**src/include/rename_defines.svh**
```systemverilog
`ifndef RENAME_DEFINES_SVH
`define RENAME_DEFINES_SVH

// register file sizes
`define NUM_ARCH_REGS 16
`define NUM_PHYS_REGS 32

// micro-op queue depth, counted in pairs
`define UOP_QUEUE_DEPTH 4

// reorder buffer depth, one micro-op per entry
`define ROB_DEPTH 8

`endif

```
**src/hw/rename_pkg.sv**
```systemverilog
`default_nettype none

`include "rename_defines.svh"

package rename_pkg;

  // index widths follow the sizes in the defines header
  localparam int ARCH_IDX_W = $clog2(`NUM_ARCH_REGS);
  localparam int PHYS_IDX_W = $clog2(`NUM_PHYS_REGS);
  localparam int ROB_IDX_W  = $clog2(`ROB_DEPTH);

  typedef logic [ARCH_IDX_W-1:0] arch_idx_t;
  typedef logic [PHYS_IDX_W-1:0] phys_idx_t;
  typedef logic [ROB_IDX_W-1:0]  rob_idx_t;

  // bit 1 marks the immediate forms
  typedef enum logic [1:0] {
    op_add  = 2'b00,
    op_sub  = 2'b01,
    op_addi = 2'b10,
    op_subi = 2'b11
  } uop_op_e;

  typedef enum logic {
    st_empty  = 1'b0,
    st_issued = 1'b1
  } rob_status_e;

endpackage

`default_nettype wire

```
**src/hw/uop_queue.sv**
```systemverilog
`timescale 1ns/1ns
`default_nettype none

`include "rename_defines.svh"

module uop_queue (
  input  wire logic                 clk,
  input  wire logic                 rst,
  input  wire logic                 in_valid,
  input  wire rename_pkg::uop_op_e  in_op0, in_op1,
  input  wire rename_pkg::arch_idx_t in_dst0, in_dst1,
  input  wire rename_pkg::arch_idx_t in_src1_0, in_src1_1,
  input  wire rename_pkg::arch_idx_t in_src2_0, in_src2_1,
  input  wire logic [15:0]          in_imm0, in_imm1,
  input  wire logic [31:0]          in_pc0, in_pc1,
  output logic                      in_ready,
  output logic                      q_valid,
  output rename_pkg::uop_op_e       q_op0, q_op1,
  output rename_pkg::arch_idx_t     q_dst0, q_dst1,
  output rename_pkg::arch_idx_t     q_src1_0, q_src1_1,
  output rename_pkg::arch_idx_t     q_src2_0, q_src2_1,
  output logic [15:0]               q_imm0, q_imm1,
  output logic [31:0]               q_pc0, q_pc1,
  input  wire logic                 q_pop
);
  import rename_pkg::*;

  localparam int DEPTH = `UOP_QUEUE_DEPTH;
  localparam int PW    = $clog2(DEPTH);
  localparam int CW    = PW + 1;

  typedef struct packed {
    uop_op_e     op;
    arch_idx_t   dst;
    arch_idx_t   src1;
    arch_idx_t   src2;
    logic [15:0] imm;
    logic [31:0] pc;
  } uop_t;

  uop_t          mem0 [DEPTH];  // lane 0, the older one
  uop_t          mem1 [DEPTH];
  uop_t          head0, head1;
  logic [PW-1:0] wr_ptr, rd_ptr;
  logic [CW-1:0] count;
  logic          push, pop;

  assign in_ready = count != CW'(DEPTH);
  assign q_valid  = count != '0;
  assign push     = in_valid && in_ready;
  assign pop      = q_pop && q_valid;

  always_ff @(posedge clk) begin
    if (!rst) begin
      wr_ptr <= '0;
      rd_ptr <= '0;
      count  <= '0;
    end else begin
      if (push) wr_ptr <= wr_ptr + PW'(1);
      if (pop) rd_ptr <= rd_ptr + PW'(1);
      count <= count + CW'(push) - CW'(pop);  // push and pop may coincide
    end
  end

  always_ff @(posedge clk) begin
    if (push) begin
      mem0[wr_ptr] <= '{op: in_op0, dst: in_dst0, src1: in_src1_0, src2: in_src2_0,
                        imm: in_imm0, pc: in_pc0};
      mem1[wr_ptr] <= '{op: in_op1, dst: in_dst1, src1: in_src1_1, src2: in_src2_1,
                        imm: in_imm1, pc: in_pc1};
    end
  end

  assign head0 = mem0[rd_ptr];
  assign head1 = mem1[rd_ptr];

  assign q_op0    = head0.op;
  assign q_dst0   = head0.dst;
  assign q_src1_0 = head0.src1;
  assign q_src2_0 = head0.src2;
  assign q_imm0   = head0.imm;
  assign q_pc0    = head0.pc;
  assign q_op1    = head1.op;
  assign q_dst1   = head1.dst;
  assign q_src1_1 = head1.src1;
  assign q_src2_1 = head1.src2;
  assign q_imm1   = head1.imm;
  assign q_pc1    = head1.pc;

endmodule

`default_nettype wire

```
**src/hw/free_list.sv**
```systemverilog
`timescale 1ns/1ns
`default_nettype none

`include "rename_defines.svh"

module free_list (
  input  wire logic                  clk,
  input  wire logic                  rst,
  output logic                       frl_valid,
  output rename_pkg::phys_idx_t      free_reg0,
  output rename_pkg::phys_idx_t      free_reg1,
  output rename_pkg::phys_idx_t      free_reg2,
  output rename_pkg::phys_idx_t      free_reg3,
  input  wire logic                  frl_take0,
  input  wire logic                  frl_take1,
  input  wire logic                  frl_take2,
  input  wire logic                  frl_take3,
  input  wire logic                  ret0_valid,
  input  wire rename_pkg::phys_idx_t ret0_reg,
  input  wire logic                  ret1_valid,
  input  wire rename_pkg::phys_idx_t ret1_reg
);
  import rename_pkg::*;

  // only the registers beyond the architectural set ever circulate
  localparam int DEPTH = `NUM_PHYS_REGS - `NUM_ARCH_REGS;
  localparam int PW    = $clog2(DEPTH);
  localparam int CW    = PW + 1;

  phys_idx_t     fifo [DEPTH];
  logic [PW-1:0] head, tail;
  logic [CW-1:0] count;
  logic [2:0]    n_take;
  logic [1:0]    n_ret;

  // takes are counted, not placed, so a lone take3 eats head 2
  assign n_take = 3'(frl_take0) + 3'(frl_take1) + 3'(frl_take2) + 3'(frl_take3);
  assign n_ret  = 2'(ret0_valid) + 2'(ret1_valid);

  assign frl_valid = count >= CW'(4);  // a full pair can always be served

  assign free_reg0 = fifo[head];
  assign free_reg1 = fifo[head + PW'(1)];
  assign free_reg2 = fifo[head + PW'(2)];
  assign free_reg3 = fifo[head + PW'(3)];

  always_ff @(posedge clk) begin
    if (!rst) begin
      for (int i = 0; i < DEPTH; i++) begin
        fifo[i] <= phys_idx_t'(`NUM_ARCH_REGS + i);  // 16..31 ascending
      end
      head  <= '0;
      tail  <= '0;  // full, so tail meets head
      count <= CW'(DEPTH);
    end else begin
      if (ret0_valid) fifo[tail] <= ret0_reg;
      if (ret1_valid) fifo[tail + PW'(ret0_valid)] <= ret1_reg;  // ret0 goes first
      head  <= head + PW'(n_take);
      tail  <= tail + PW'(n_ret);
      count <= count - CW'(n_take) + CW'(n_ret);
    end
  end

endmodule

`default_nettype wire

```
**src/hw/rat.sv**
```systemverilog
`timescale 1ns/1ns
`default_nettype none

`include "rename_defines.svh"

module rat (
  input  wire logic                  clk,
  input  wire logic                  rst,
  input  wire logic                  q_valid,
  input  wire rename_pkg::uop_op_e   q_op0, q_op1,
  input  wire rename_pkg::arch_idx_t q_dst0, q_dst1,
  input  wire rename_pkg::arch_idx_t q_src1_0, q_src1_1,
  input  wire rename_pkg::arch_idx_t q_src2_0, q_src2_1,
  input  wire logic [15:0]           q_imm0, q_imm1,
  input  wire logic [31:0]           q_pc0, q_pc1,
  output logic                       q_pop,
  input  wire logic                  frl_valid,
  input  wire rename_pkg::phys_idx_t free_reg0, free_reg1, free_reg2, free_reg3,
  output logic                       frl_take0, frl_take1, frl_take2, frl_take3,
  input  wire logic                  rob_ready,
  output logic                       rob_wr_valid,
  output logic [31:0]                wr_pc0, wr_pc1,
  output rename_pkg::arch_idx_t      wr_dst0, wr_dst1,
  output rename_pkg::phys_idx_t      wr_dst_phys0, wr_dst_phys1,
  output rename_pkg::phys_idx_t      wr_old_phys0, wr_old_phys1,
  output rename_pkg::phys_idx_t      wr_src1_phys0, wr_src1_phys1,
  output rename_pkg::phys_idx_t      wr_src2_phys0, wr_src2_phys1,
  output logic                       wr_imm_valid0, wr_imm_valid1,
  output rename_pkg::phys_idx_t      wr_imm_phys0, wr_imm_phys1,
  output rename_pkg::rob_status_e    wr_status0, wr_status1,
  output logic                       rf_wr_en0, rf_wr_en1,
  output rename_pkg::phys_idx_t      rf_wr_idx0, rf_wr_idx1,
  output logic [63:0]                rf_wr_data0, rf_wr_data1
);
  import rename_pkg::*;

  phys_idx_t map [`NUM_ARCH_REGS];
  logic      progress;
  logic      imm0, imm1;
  phys_idx_t imm_reg1;
  phys_idx_t src1_p0, src2_p0, old_p0;
  phys_idx_t src1_p1, src2_p1, old_p1;

  assign progress = q_valid && frl_valid && rob_ready;
  assign imm0     = q_op0[1];
  assign imm1     = q_op1[1];

  assign q_pop     = progress;
  assign frl_take0 = progress;  // every micro-op has a destination
  assign frl_take1 = progress;
  assign frl_take2 = progress && imm0;
  assign frl_take3 = progress && imm1;

  // the free list compacts takes, so lane 1 slides down when lane 0 has no immediate
  assign imm_reg1 = imm0 ? free_reg3 : free_reg2;

  always_comb begin
    src1_p0 = map[q_src1_0];
    src2_p0 = imm0 ? free_reg2 : map[q_src2_0];
    old_p0  = map[q_dst0];
    // lane 1 sees lane 0's new destination
    src1_p1 = (q_src1_1 == q_dst0) ? free_reg0 : map[q_src1_1];
    if (imm1) src2_p1 = imm_reg1;
    else if (q_src2_1 == q_dst0) src2_p1 = free_reg0;
    else src2_p1 = map[q_src2_1];
    old_p1  = (q_dst1 == q_dst0) ? free_reg0 : map[q_dst1];
  end

  always_ff @(posedge clk) begin
    if (!rst) begin
      for (int i = 0; i < `NUM_ARCH_REGS; i++) begin
        map[i] <= phys_idx_t'(i);  // identity mapping
      end
      rob_wr_valid <= 1'b0;
      rf_wr_en0    <= 1'b0;
      rf_wr_en1    <= 1'b0;
    end else begin
      rob_wr_valid <= progress;
      rf_wr_en0    <= progress && imm0;
      rf_wr_en1    <= progress && imm1;
      if (progress) begin
        map[q_dst0] <= free_reg0;
        map[q_dst1] <= free_reg1;  // younger lane wins on a shared dst
      end
    end
  end

  always_ff @(posedge clk) begin
    if (progress) begin
      wr_pc0        <= q_pc0;
      wr_dst0       <= q_dst0;
      wr_dst_phys0  <= free_reg0;
      wr_old_phys0  <= old_p0;
      wr_src1_phys0 <= src1_p0;
      wr_src2_phys0 <= src2_p0;
      wr_imm_valid0 <= imm0;
      wr_imm_phys0  <= free_reg2;
      wr_status0    <= st_issued;
      wr_pc1        <= q_pc1;
      wr_dst1       <= q_dst1;
      wr_dst_phys1  <= free_reg1;
      wr_old_phys1  <= old_p1;
      wr_src1_phys1 <= src1_p1;
      wr_src2_phys1 <= src2_p1;
      wr_imm_valid1 <= imm1;
      wr_imm_phys1  <= imm_reg1;
      wr_status1    <= st_issued;
      rf_wr_idx0    <= free_reg2;
      rf_wr_data0   <= 64'(q_imm0);  // zero extended
      rf_wr_idx1    <= imm_reg1;
      rf_wr_data1   <= 64'(q_imm1);
    end
  end

endmodule

`default_nettype wire

```
**src/hw/rob.sv**
```systemverilog
`timescale 1ns/1ns
`default_nettype none

`include "rename_defines.svh"

module rob (
  input  wire logic                    clk,
  input  wire logic                    rst,
  input  wire logic                    rob_wr_valid,
  input  wire logic [31:0]             wr_pc0, wr_pc1,
  input  wire rename_pkg::arch_idx_t   wr_dst0, wr_dst1,
  input  wire rename_pkg::phys_idx_t   wr_dst_phys0, wr_dst_phys1,
  input  wire rename_pkg::phys_idx_t   wr_old_phys0, wr_old_phys1,
  input  wire rename_pkg::phys_idx_t   wr_src1_phys0, wr_src1_phys1,
  input  wire rename_pkg::phys_idx_t   wr_src2_phys0, wr_src2_phys1,
  input  wire logic                    wr_imm_valid0, wr_imm_valid1,
  input  wire rename_pkg::phys_idx_t   wr_imm_phys0, wr_imm_phys1,
  input  wire rename_pkg::rob_status_e wr_status0, wr_status1,
  output logic                         rob_ready,
  output logic                         commit_valid,
  input  wire logic                    commit_ready,
  output logic [31:0]                  commit_pc,
  output rename_pkg::arch_idx_t        commit_dst,
  output rename_pkg::phys_idx_t        commit_phys,
  output rename_pkg::phys_idx_t        commit_src1_phys,
  output rename_pkg::phys_idx_t        commit_src2_phys,
  output logic                         ret0_valid,
  output rename_pkg::phys_idx_t        ret0_reg,
  output logic                         ret1_valid,
  output rename_pkg::phys_idx_t        ret1_reg
);
  import rename_pkg::*;

  localparam int DEPTH = `ROB_DEPTH;
  localparam int CW    = ROB_IDX_W + 1;

  rob_status_e   status [DEPTH];
  logic [31:0]   pc [DEPTH];
  arch_idx_t     dst [DEPTH];
  phys_idx_t     dst_phys [DEPTH];
  phys_idx_t     old_phys [DEPTH];
  phys_idx_t     src1_phys [DEPTH];
  phys_idx_t     src2_phys [DEPTH];
  logic          imm_valid [DEPTH];
  phys_idx_t     imm_phys [DEPTH];
  rob_idx_t      head, tail;
  logic [CW-1:0] count;
  logic          retire;

  // four free entries, since one pair may already be in flight from the rat
  assign rob_ready    = count <= CW'(DEPTH - 4);
  assign commit_valid = status[head] == st_issued;
  assign retire       = commit_valid && commit_ready;

  assign commit_pc        = pc[head];
  assign commit_dst       = dst[head];
  assign commit_phys      = dst_phys[head];
  assign commit_src1_phys = src1_phys[head];
  assign commit_src2_phys = src2_phys[head];

  // freed registers go back on the retire edge
  assign ret0_valid = retire;
  assign ret0_reg   = old_phys[head];
  assign ret1_valid = retire && imm_valid[head];
  assign ret1_reg   = imm_phys[head];

  always_ff @(posedge clk) begin
    if (!rst) begin
      for (int i = 0; i < DEPTH; i++) begin
        status[i] <= st_empty;
      end
      head  <= '0;
      tail  <= '0;
      count <= '0;
    end else begin
      if (rob_wr_valid) begin
        status[tail]                 <= wr_status0;  // lane 0 first
        status[tail + rob_idx_t'(1)] <= wr_status1;
        tail                         <= tail + rob_idx_t'(2);
      end
      if (retire) begin
        status[head] <= st_empty;
        head         <= head + rob_idx_t'(1);
      end
      count <= count + (rob_wr_valid ? CW'(2) : CW'(0)) - CW'(retire);
    end
  end

  always_ff @(posedge clk) begin
    if (rob_wr_valid) begin
      pc[tail]                        <= wr_pc0;
      dst[tail]                       <= wr_dst0;
      dst_phys[tail]                  <= wr_dst_phys0;
      old_phys[tail]                  <= wr_old_phys0;
      src1_phys[tail]                 <= wr_src1_phys0;
      src2_phys[tail]                 <= wr_src2_phys0;
      imm_valid[tail]                 <= wr_imm_valid0;
      imm_phys[tail]                  <= wr_imm_phys0;
      pc[tail + rob_idx_t'(1)]        <= wr_pc1;
      dst[tail + rob_idx_t'(1)]       <= wr_dst1;
      dst_phys[tail + rob_idx_t'(1)]  <= wr_dst_phys1;
      old_phys[tail + rob_idx_t'(1)]  <= wr_old_phys1;
      src1_phys[tail + rob_idx_t'(1)] <= wr_src1_phys1;
      src2_phys[tail + rob_idx_t'(1)] <= wr_src2_phys1;
      imm_valid[tail + rob_idx_t'(1)] <= wr_imm_valid1;
      imm_phys[tail + rob_idx_t'(1)]  <= wr_imm_phys1;
    end
  end

endmodule

`default_nettype wire

```
**src/hw/rename_top.sv**
```systemverilog
`timescale 1ns/1ns
`default_nettype none

module rename_top (
  input  wire logic                  clk,
  input  wire logic                  rst,
  input  wire logic                  in_valid,
  input  wire rename_pkg::uop_op_e   in_op0, in_op1,
  input  wire rename_pkg::arch_idx_t in_dst0, in_dst1,
  input  wire rename_pkg::arch_idx_t in_src1_0, in_src1_1,
  input  wire rename_pkg::arch_idx_t in_src2_0, in_src2_1,
  input  wire logic [15:0]           in_imm0, in_imm1,
  input  wire logic [31:0]           in_pc0, in_pc1,
  output logic                       in_ready,
  output logic                       commit_valid,
  input  wire logic                  commit_ready,
  output logic [31:0]                commit_pc,
  output rename_pkg::arch_idx_t      commit_dst,
  output rename_pkg::phys_idx_t      commit_phys,
  output rename_pkg::phys_idx_t      commit_src1_phys,
  output rename_pkg::phys_idx_t      commit_src2_phys,
  output logic                       rf_wr_en0, rf_wr_en1,
  output rename_pkg::phys_idx_t      rf_wr_idx0, rf_wr_idx1,
  output logic [63:0]                rf_wr_data0, rf_wr_data1
);
  import rename_pkg::*;

  // queue head pair
  logic        q_valid, q_pop;
  uop_op_e     q_op0, q_op1;
  arch_idx_t   q_dst0, q_dst1, q_src1_0, q_src1_1, q_src2_0, q_src2_1;
  logic [15:0] q_imm0, q_imm1;
  logic [31:0] q_pc0, q_pc1;

  // free list heads and takes
  logic        frl_valid;
  phys_idx_t   free_reg0, free_reg1, free_reg2, free_reg3;
  logic        frl_take0, frl_take1, frl_take2, frl_take3;

  // renamed pair into the reorder buffer
  logic        rob_ready, rob_wr_valid;
  logic [31:0] wr_pc0, wr_pc1;
  arch_idx_t   wr_dst0, wr_dst1;
  phys_idx_t   wr_dst_phys0, wr_dst_phys1, wr_old_phys0, wr_old_phys1;
  phys_idx_t   wr_src1_phys0, wr_src1_phys1, wr_src2_phys0, wr_src2_phys1;
  logic        wr_imm_valid0, wr_imm_valid1;
  phys_idx_t   wr_imm_phys0, wr_imm_phys1;
  rob_status_e wr_status0, wr_status1;

  // retired registers back to the free list
  logic        ret0_valid, ret1_valid;
  phys_idx_t   ret0_reg, ret1_reg;

  uop_queue u_queue (.*);
  free_list u_free_list (.*);
  rat       u_rat (.*);
  rob       u_rob (.*);

endmodule

`default_nettype wire

```
**config.mk**
```make
export PLATFORM = sky130hd
export DESIGN_NAME = rename_top
export DESIGN_NICKNAME = d
export VERILOG_FILES = /design/src/hw/rename_pkg.sv /design/src/hw/uop_queue.sv /design/src/hw/free_list.sv /design/src/hw/rat.sv /design/src/hw/rob.sv /design/src/hw/rename_top.sv
export VERILOG_INCLUDE_DIRS = /design/src /design/src/include
export SDC_FILE = /design/constraint.sdc
export NUM_CORES = 2
export LEC_CHECK = 0
export ABC_AREA = 1
export ABC_CLOCK_PERIOD_IN_PS = 11300
export BUFFER_PORTS_ARGS = -buffer_cell sky130_fd_sc_hd__buf_2
export CAP_MARGIN = 20
export CORE_MARGIN = 5
export CORE_UTILIZATION = 35
export CTS_BUF_LIST = sky130_fd_sc_hd__clkbuf_4 sky130_fd_sc_hd__clkbuf_8
export DETAILED_ROUTE_END_ITERATION = 8
export PLACE_DENSITY_LB_ADDON = 0.25
export SLEW_MARGIN = 20
export SYNTH_ARGS = -nofsm -noshare
export SYNTH_HDL_FRONTEND = slang
export SYNTH_HIERARCHICAL = 1
export SYNTH_SLANG_ARGS = --single-unit
```
**constraint.sdc**
```tcl
create_clock -name clk -period 11.3 [get_ports clk]
set_input_delay 1.13 -clock clk [delete_from_list [all_inputs] [get_ports clk]]
set_output_delay 1.13 -clock clk [all_outputs]
set_load 0.01 [all_outputs]
```
**After elaboration in Yosys (flattened, before gate mapping)**

Memories as Yosys holds them, arrays and structs flattened. A register that Yosys moved wholly into a read port is not among the register bits.
Index checks and enable logic that the tools add are counted.

- Flip-flop bits (word level): 179
- Bits in writable memories: 1160
- Memories kept: 13

- Add/subtract/negate cells: 21
- Magnitude comparators: 2
- Equal/unequal tests: 4
- Mux-type cells: 67
- Reduce and logical (&&, ||, !) cells: 16

Memories:

| name | words | width | read ports | clocked after Yosys merged registers in | write ports | RTL line | text |
|---|---|---|---|---|---|---|---|
| u_rob.pc | 8 | 32 | 1 | 1 | 2 | rob.sv:38 | `logic [31:0] pc [DEPTH];` |
| u_queue.mem0 | 4 | 62 | 1 | 1 | 1 | uop_queue.sv:41 | `uop_t mem0 [DEPTH];` |
| u_queue.mem1 | 4 | 62 | 1 | 1 | 1 | uop_queue.sv:42 | `uop_t mem1 [DEPTH];` |
| u_free_list.fifo | 16 | 5 | 4 | 1 | 16 | free_list.sv:30 | `phys_idx_t fifo [DEPTH];` |
| u_rat.map | 16 | 5 | 6 | 2 | 16 | rat.sv:37 | `` phys_idx_t map [`NUM_ARCH_REGS]; `` |
| u_rob.dst_phys | 8 | 5 | 1 | 1 | 2 | rob.sv:40 | `phys_idx_t dst_phys [DEPTH];` |
| +7 memories | - | - | - | - | - | - |  |

Operators with widths:

| cell | number |
|---|---|
| $mux 3 | 21 |
| $mux 5 | 10 |
| $mux 1 | 26 |
| $mux 4 | 5 |
| $reduce_or 5->1 | 4 |
| $eq 4x4->1 | 3 |
| $mux 2 | 5 |
| $add 3x1->3 | 3 |
| $add 4x2->4 const B | 2 |
| $logic_and 1x1->1 | 8 |
| $add 3x1->3 const B | 2 |
| $add 5x2->5 | 1 |
| $ge 5x3->1 const B | 1 |
| $sub 5x3->5 | 1 |
| $add 1x1->2 | 2 |
| $add 2x1->2 const B | 2 |
| $add 4x1->4 | 1 |
| $add 4x1->4 const B | 1 |
| $add 4x2->4 | 1 |
| $add 4x3->4 | 1 |
| $add 4x4->4 | 1 |
| $le 4x3->1 const B | 1 |
| $sub 4x1->4 | 1 |
| $add 3x2->3 const B | 1 |
| 4 further kinds | 6 |

**Depth between registers and ports, before layout**

- Depth after elaboration: 8
- Depth in mapped cells: 21
- Mapped depth without buffers: 18

**By module**

Netlist, hierarchy kept.

Modules (own cells, without submodules):

| module | instances | cells an instance | area each (sq um) | seq. area each (sq um) |
|---|---|---|---|---|
| rob | 1 | 1556 | 20151.8 | 15294.7 |
| uop_queue | 1 | 1263 | 18876.9 | 15074.5 |
| rat | 1 | 1661 | 14029.7 | 7146.9 |
| free_list | 1 | 1218 | 7776.2 | 2662.6 |

**Worst setup path before layout**

Ideal clock, no wire load.

- Kind: input-to-reg
- Start: input port in_valid
- End: memory u_queue/mem0[0][0] in the netlist's numbering (enable)
- Setup time: 0.609 ns
- Arrival: 6.406 ns
- Required time: 10.691 ns
- Path slack: 4.285 ns
- Cell stages on the path: 2
- Cells stage by stage: nand2_1 -> nor2_1

- Longest elaborated chain between the ends: 3

Ends and longest elaborated chain:

| element | RTL line | text |
|---|---|---|
| start: declaration | rename_top.sv:7 | `input wire logic in_valid,` |
| $logic_and 1x1->1 | uop_queue.sv:50 | `assign push = in_valid && in_ready;` |
| $mux 1 | uop_queue.sv:66 | `if (push) begin` |
| $mux 1 (not written as such) | uop_queue.sv:67 | `mem0[wr_ptr] <= '{op: in_op0, dst: in_dst0, src1: in_src1_0, src2: in_src2_0,` |
| end: declaration | uop_queue.sv:41 |  |

No other way between the ends.

==> flow_summary.json <==
{
  "status": "complete, no violations",
  "area_growth_pct": 11.8,
  "max_freq_mhz": 160,
  "gr-total-overflow": 0,
  "grt_pass1_wl_mm": 261,
  "setup_viol": 0,
  "period_minus_slack_ns": 6.24,
  "cp-start-kind": "register",
  "worstSkewPairLatency_ns": 0.97,
  "finalMaxSlewViolations": 0,
  "cp_max_fo": 97,
  "hold_path_class": "in2reg",
  "io_pins": 321,
  "max_slew_margin": 0.197,
  "cp_data_required_time_ns": 10.17,
  "rsz0062_at_grt": "no",
  "cts_tree": "yes",
  "vias_per_cell": 5.20,
  "pwr-share-comb": 0.342,
  "p_sw_mw": 7.07,
  "yosysWarnings": 6,
  "place_area_um2": 63100,
  "p_int_mw": 10.7,
  "grt_pass1_vias": 40037,
  "drc": 0,
  "ctsResizeCount": 0,
  "seqCellArea_um2": 40000,
  "clock-sinks": 1345,
  "final_common_cell": "edfxtp_1",
  "clockBufferDepth": 3,
  "portBuffers": 222,
  "maxCapViolCount": 0,
  "pwr-share-seq": 0.414,
  "antenna_found_initial": 50,
  "fin_skew_ns": 0.0906,
  "final_area_um2": 67700,
  "cts_root_buffer": "clkbuf_8",
  "cts_made_buffers": 224,
  "ant_nets": 0,
  "dp_hpwl_mm": 111,
  "fillerInstances": 16857,
  "crit_path_end_kind": "output port",
  "initial_core_util": 0.352,
  "drive_gt1_frac": 0.120,
  "vdd_drop_max_mv": 0.172,
  "globalplace.congestion": 0.945,
  "vias": 43456,
  "arrival_ns": 5.11,
  "fp-row-count": 152,
  "wl_per_cell_um": 21.2,
  "p_per_area_nw_per_um2": 262,
  "first_pass_iters": 6,
  "die-area_um2": 181000,
  "wl_mm": 177,
  "layout_worst_path_cycle_share": 0.553,
  "h-tree-depth": 4,
  "grt_max_degree": 185,
  "tns_ns": 0,
  "synth_cells": 5680,
  "die_w_um": 426,
  "cts_setup_buffers": 0,
  "layout_common_cells": "1300 x edfxtp_1, 977 x nand2_1, 902 x nor2_1",
  "synth_area_per_cell_um2": 10.7,
  "final_core_util": 0.394,
  "die_y_um": 426,
  "core_um2": 172000,
  "swShare": 0.398,
  "hp-start": "in_pc1[3]",
  "path_clk_slew_ns": 0.06,
  "hold_viol": 0,
  "drtIter0Drc": 4465,
  "grtUsageTotal": 0.189,
  "tightest_slew_ns": 1.20,
  "p_leak_nw": 24.7,
  "nets": 6015,
  "cts_hold_buf": 0,
  "clkPwrFrac": 0.244,
  "syn_area_um2": 60500,
  "reg2reg_from": "u_free_list/head[0]",
  "multiInputGateArea_um2": 17500,
  "crit_type": "reg2out"
}
[worst paths after layout]
| check | end | slack [ns] | depth (start not counted) |
|---|---|---|---|
| max | commit_pc[31] | 5.06 | 8 |
| min | u_queue/mem1[0][3] | 0.39 | 1 |
| min reg2reg | u_rob/old_phys[7][2] | 0.45 | 0 |
| max reg2reg | u_rat/map[7][3] | 6.22 | 12 |
[per-stage QoR]
step	worst slack [ns]	power [mW]	cells	hold WS, ns
after CTS	4.86	17.8	8335	0.253
final	5.06	17.8	8350	0.388
after detailed placement	5.93	13.4	7928	0.479
after global placement	5.98	13.3	7928	0.463
after global routing	4.64	18.8	8340	0.274
after floorplan	4.37	11.2	5776	0.448
[power by group through the flow]
stage	Sequential [mW]	Clock, mW	Combinational (mW)
4_1_cts	7.35	4.46	6.01
3_3_place_gp	7.41	0	5.93
3_5_place_dp	7.45	0	5.99
2_1_floorplan	7.30	0	3.87
6_report	7.35	4.34	6.07
5_1_grt	7.44	4.70	6.62
[routing by layer]
layer / wire length [µm] / GRT usage
met2: 80100 / 0.296
met1: 78000 / 0.267
met5: 194 / 0
met3: 14300 / 0.0411
met4: 4080 / 0.0534
[registers in the layout (all words and copies together), names as in the netlist, 40 cells and up, named ones only]
signal,cells
u_rob/pc,256
u_queue/mem0,244
u_queue/mem1,244
u_free_list/fifo,80
u_rat/map,80
u_rob/dst_phys,40
u_rob/imm_phys,40
u_rob/old_phys,40
u_rob/src1_phys,40
u_rob/src2_phys,40
[final cells by class]
type	instances	area share
Antenna cell	15	0.000555
Clock buffer	304	0.0549
Clock inverter	103	0.0131
Inverter	240	0.0141
Multi-Input combinational cell	3734	0.259
Sequential cell	1345	0.590
Tap cell	2310	0.0427
Timing Repair Buffer	299	0.0257
[critical path, cell delays in order, from the launching register on]
cell and delay, ns:
dfxtp_4 0.43, buf_4 0.66, buf_4 0.88, buf_4 0.78, o21ai_0 0.20, o22ai_1 0.20
nor2_1 0.06, a31oi_1 0.63, buf_2 0.27
(Power assumes the default switching activity.)
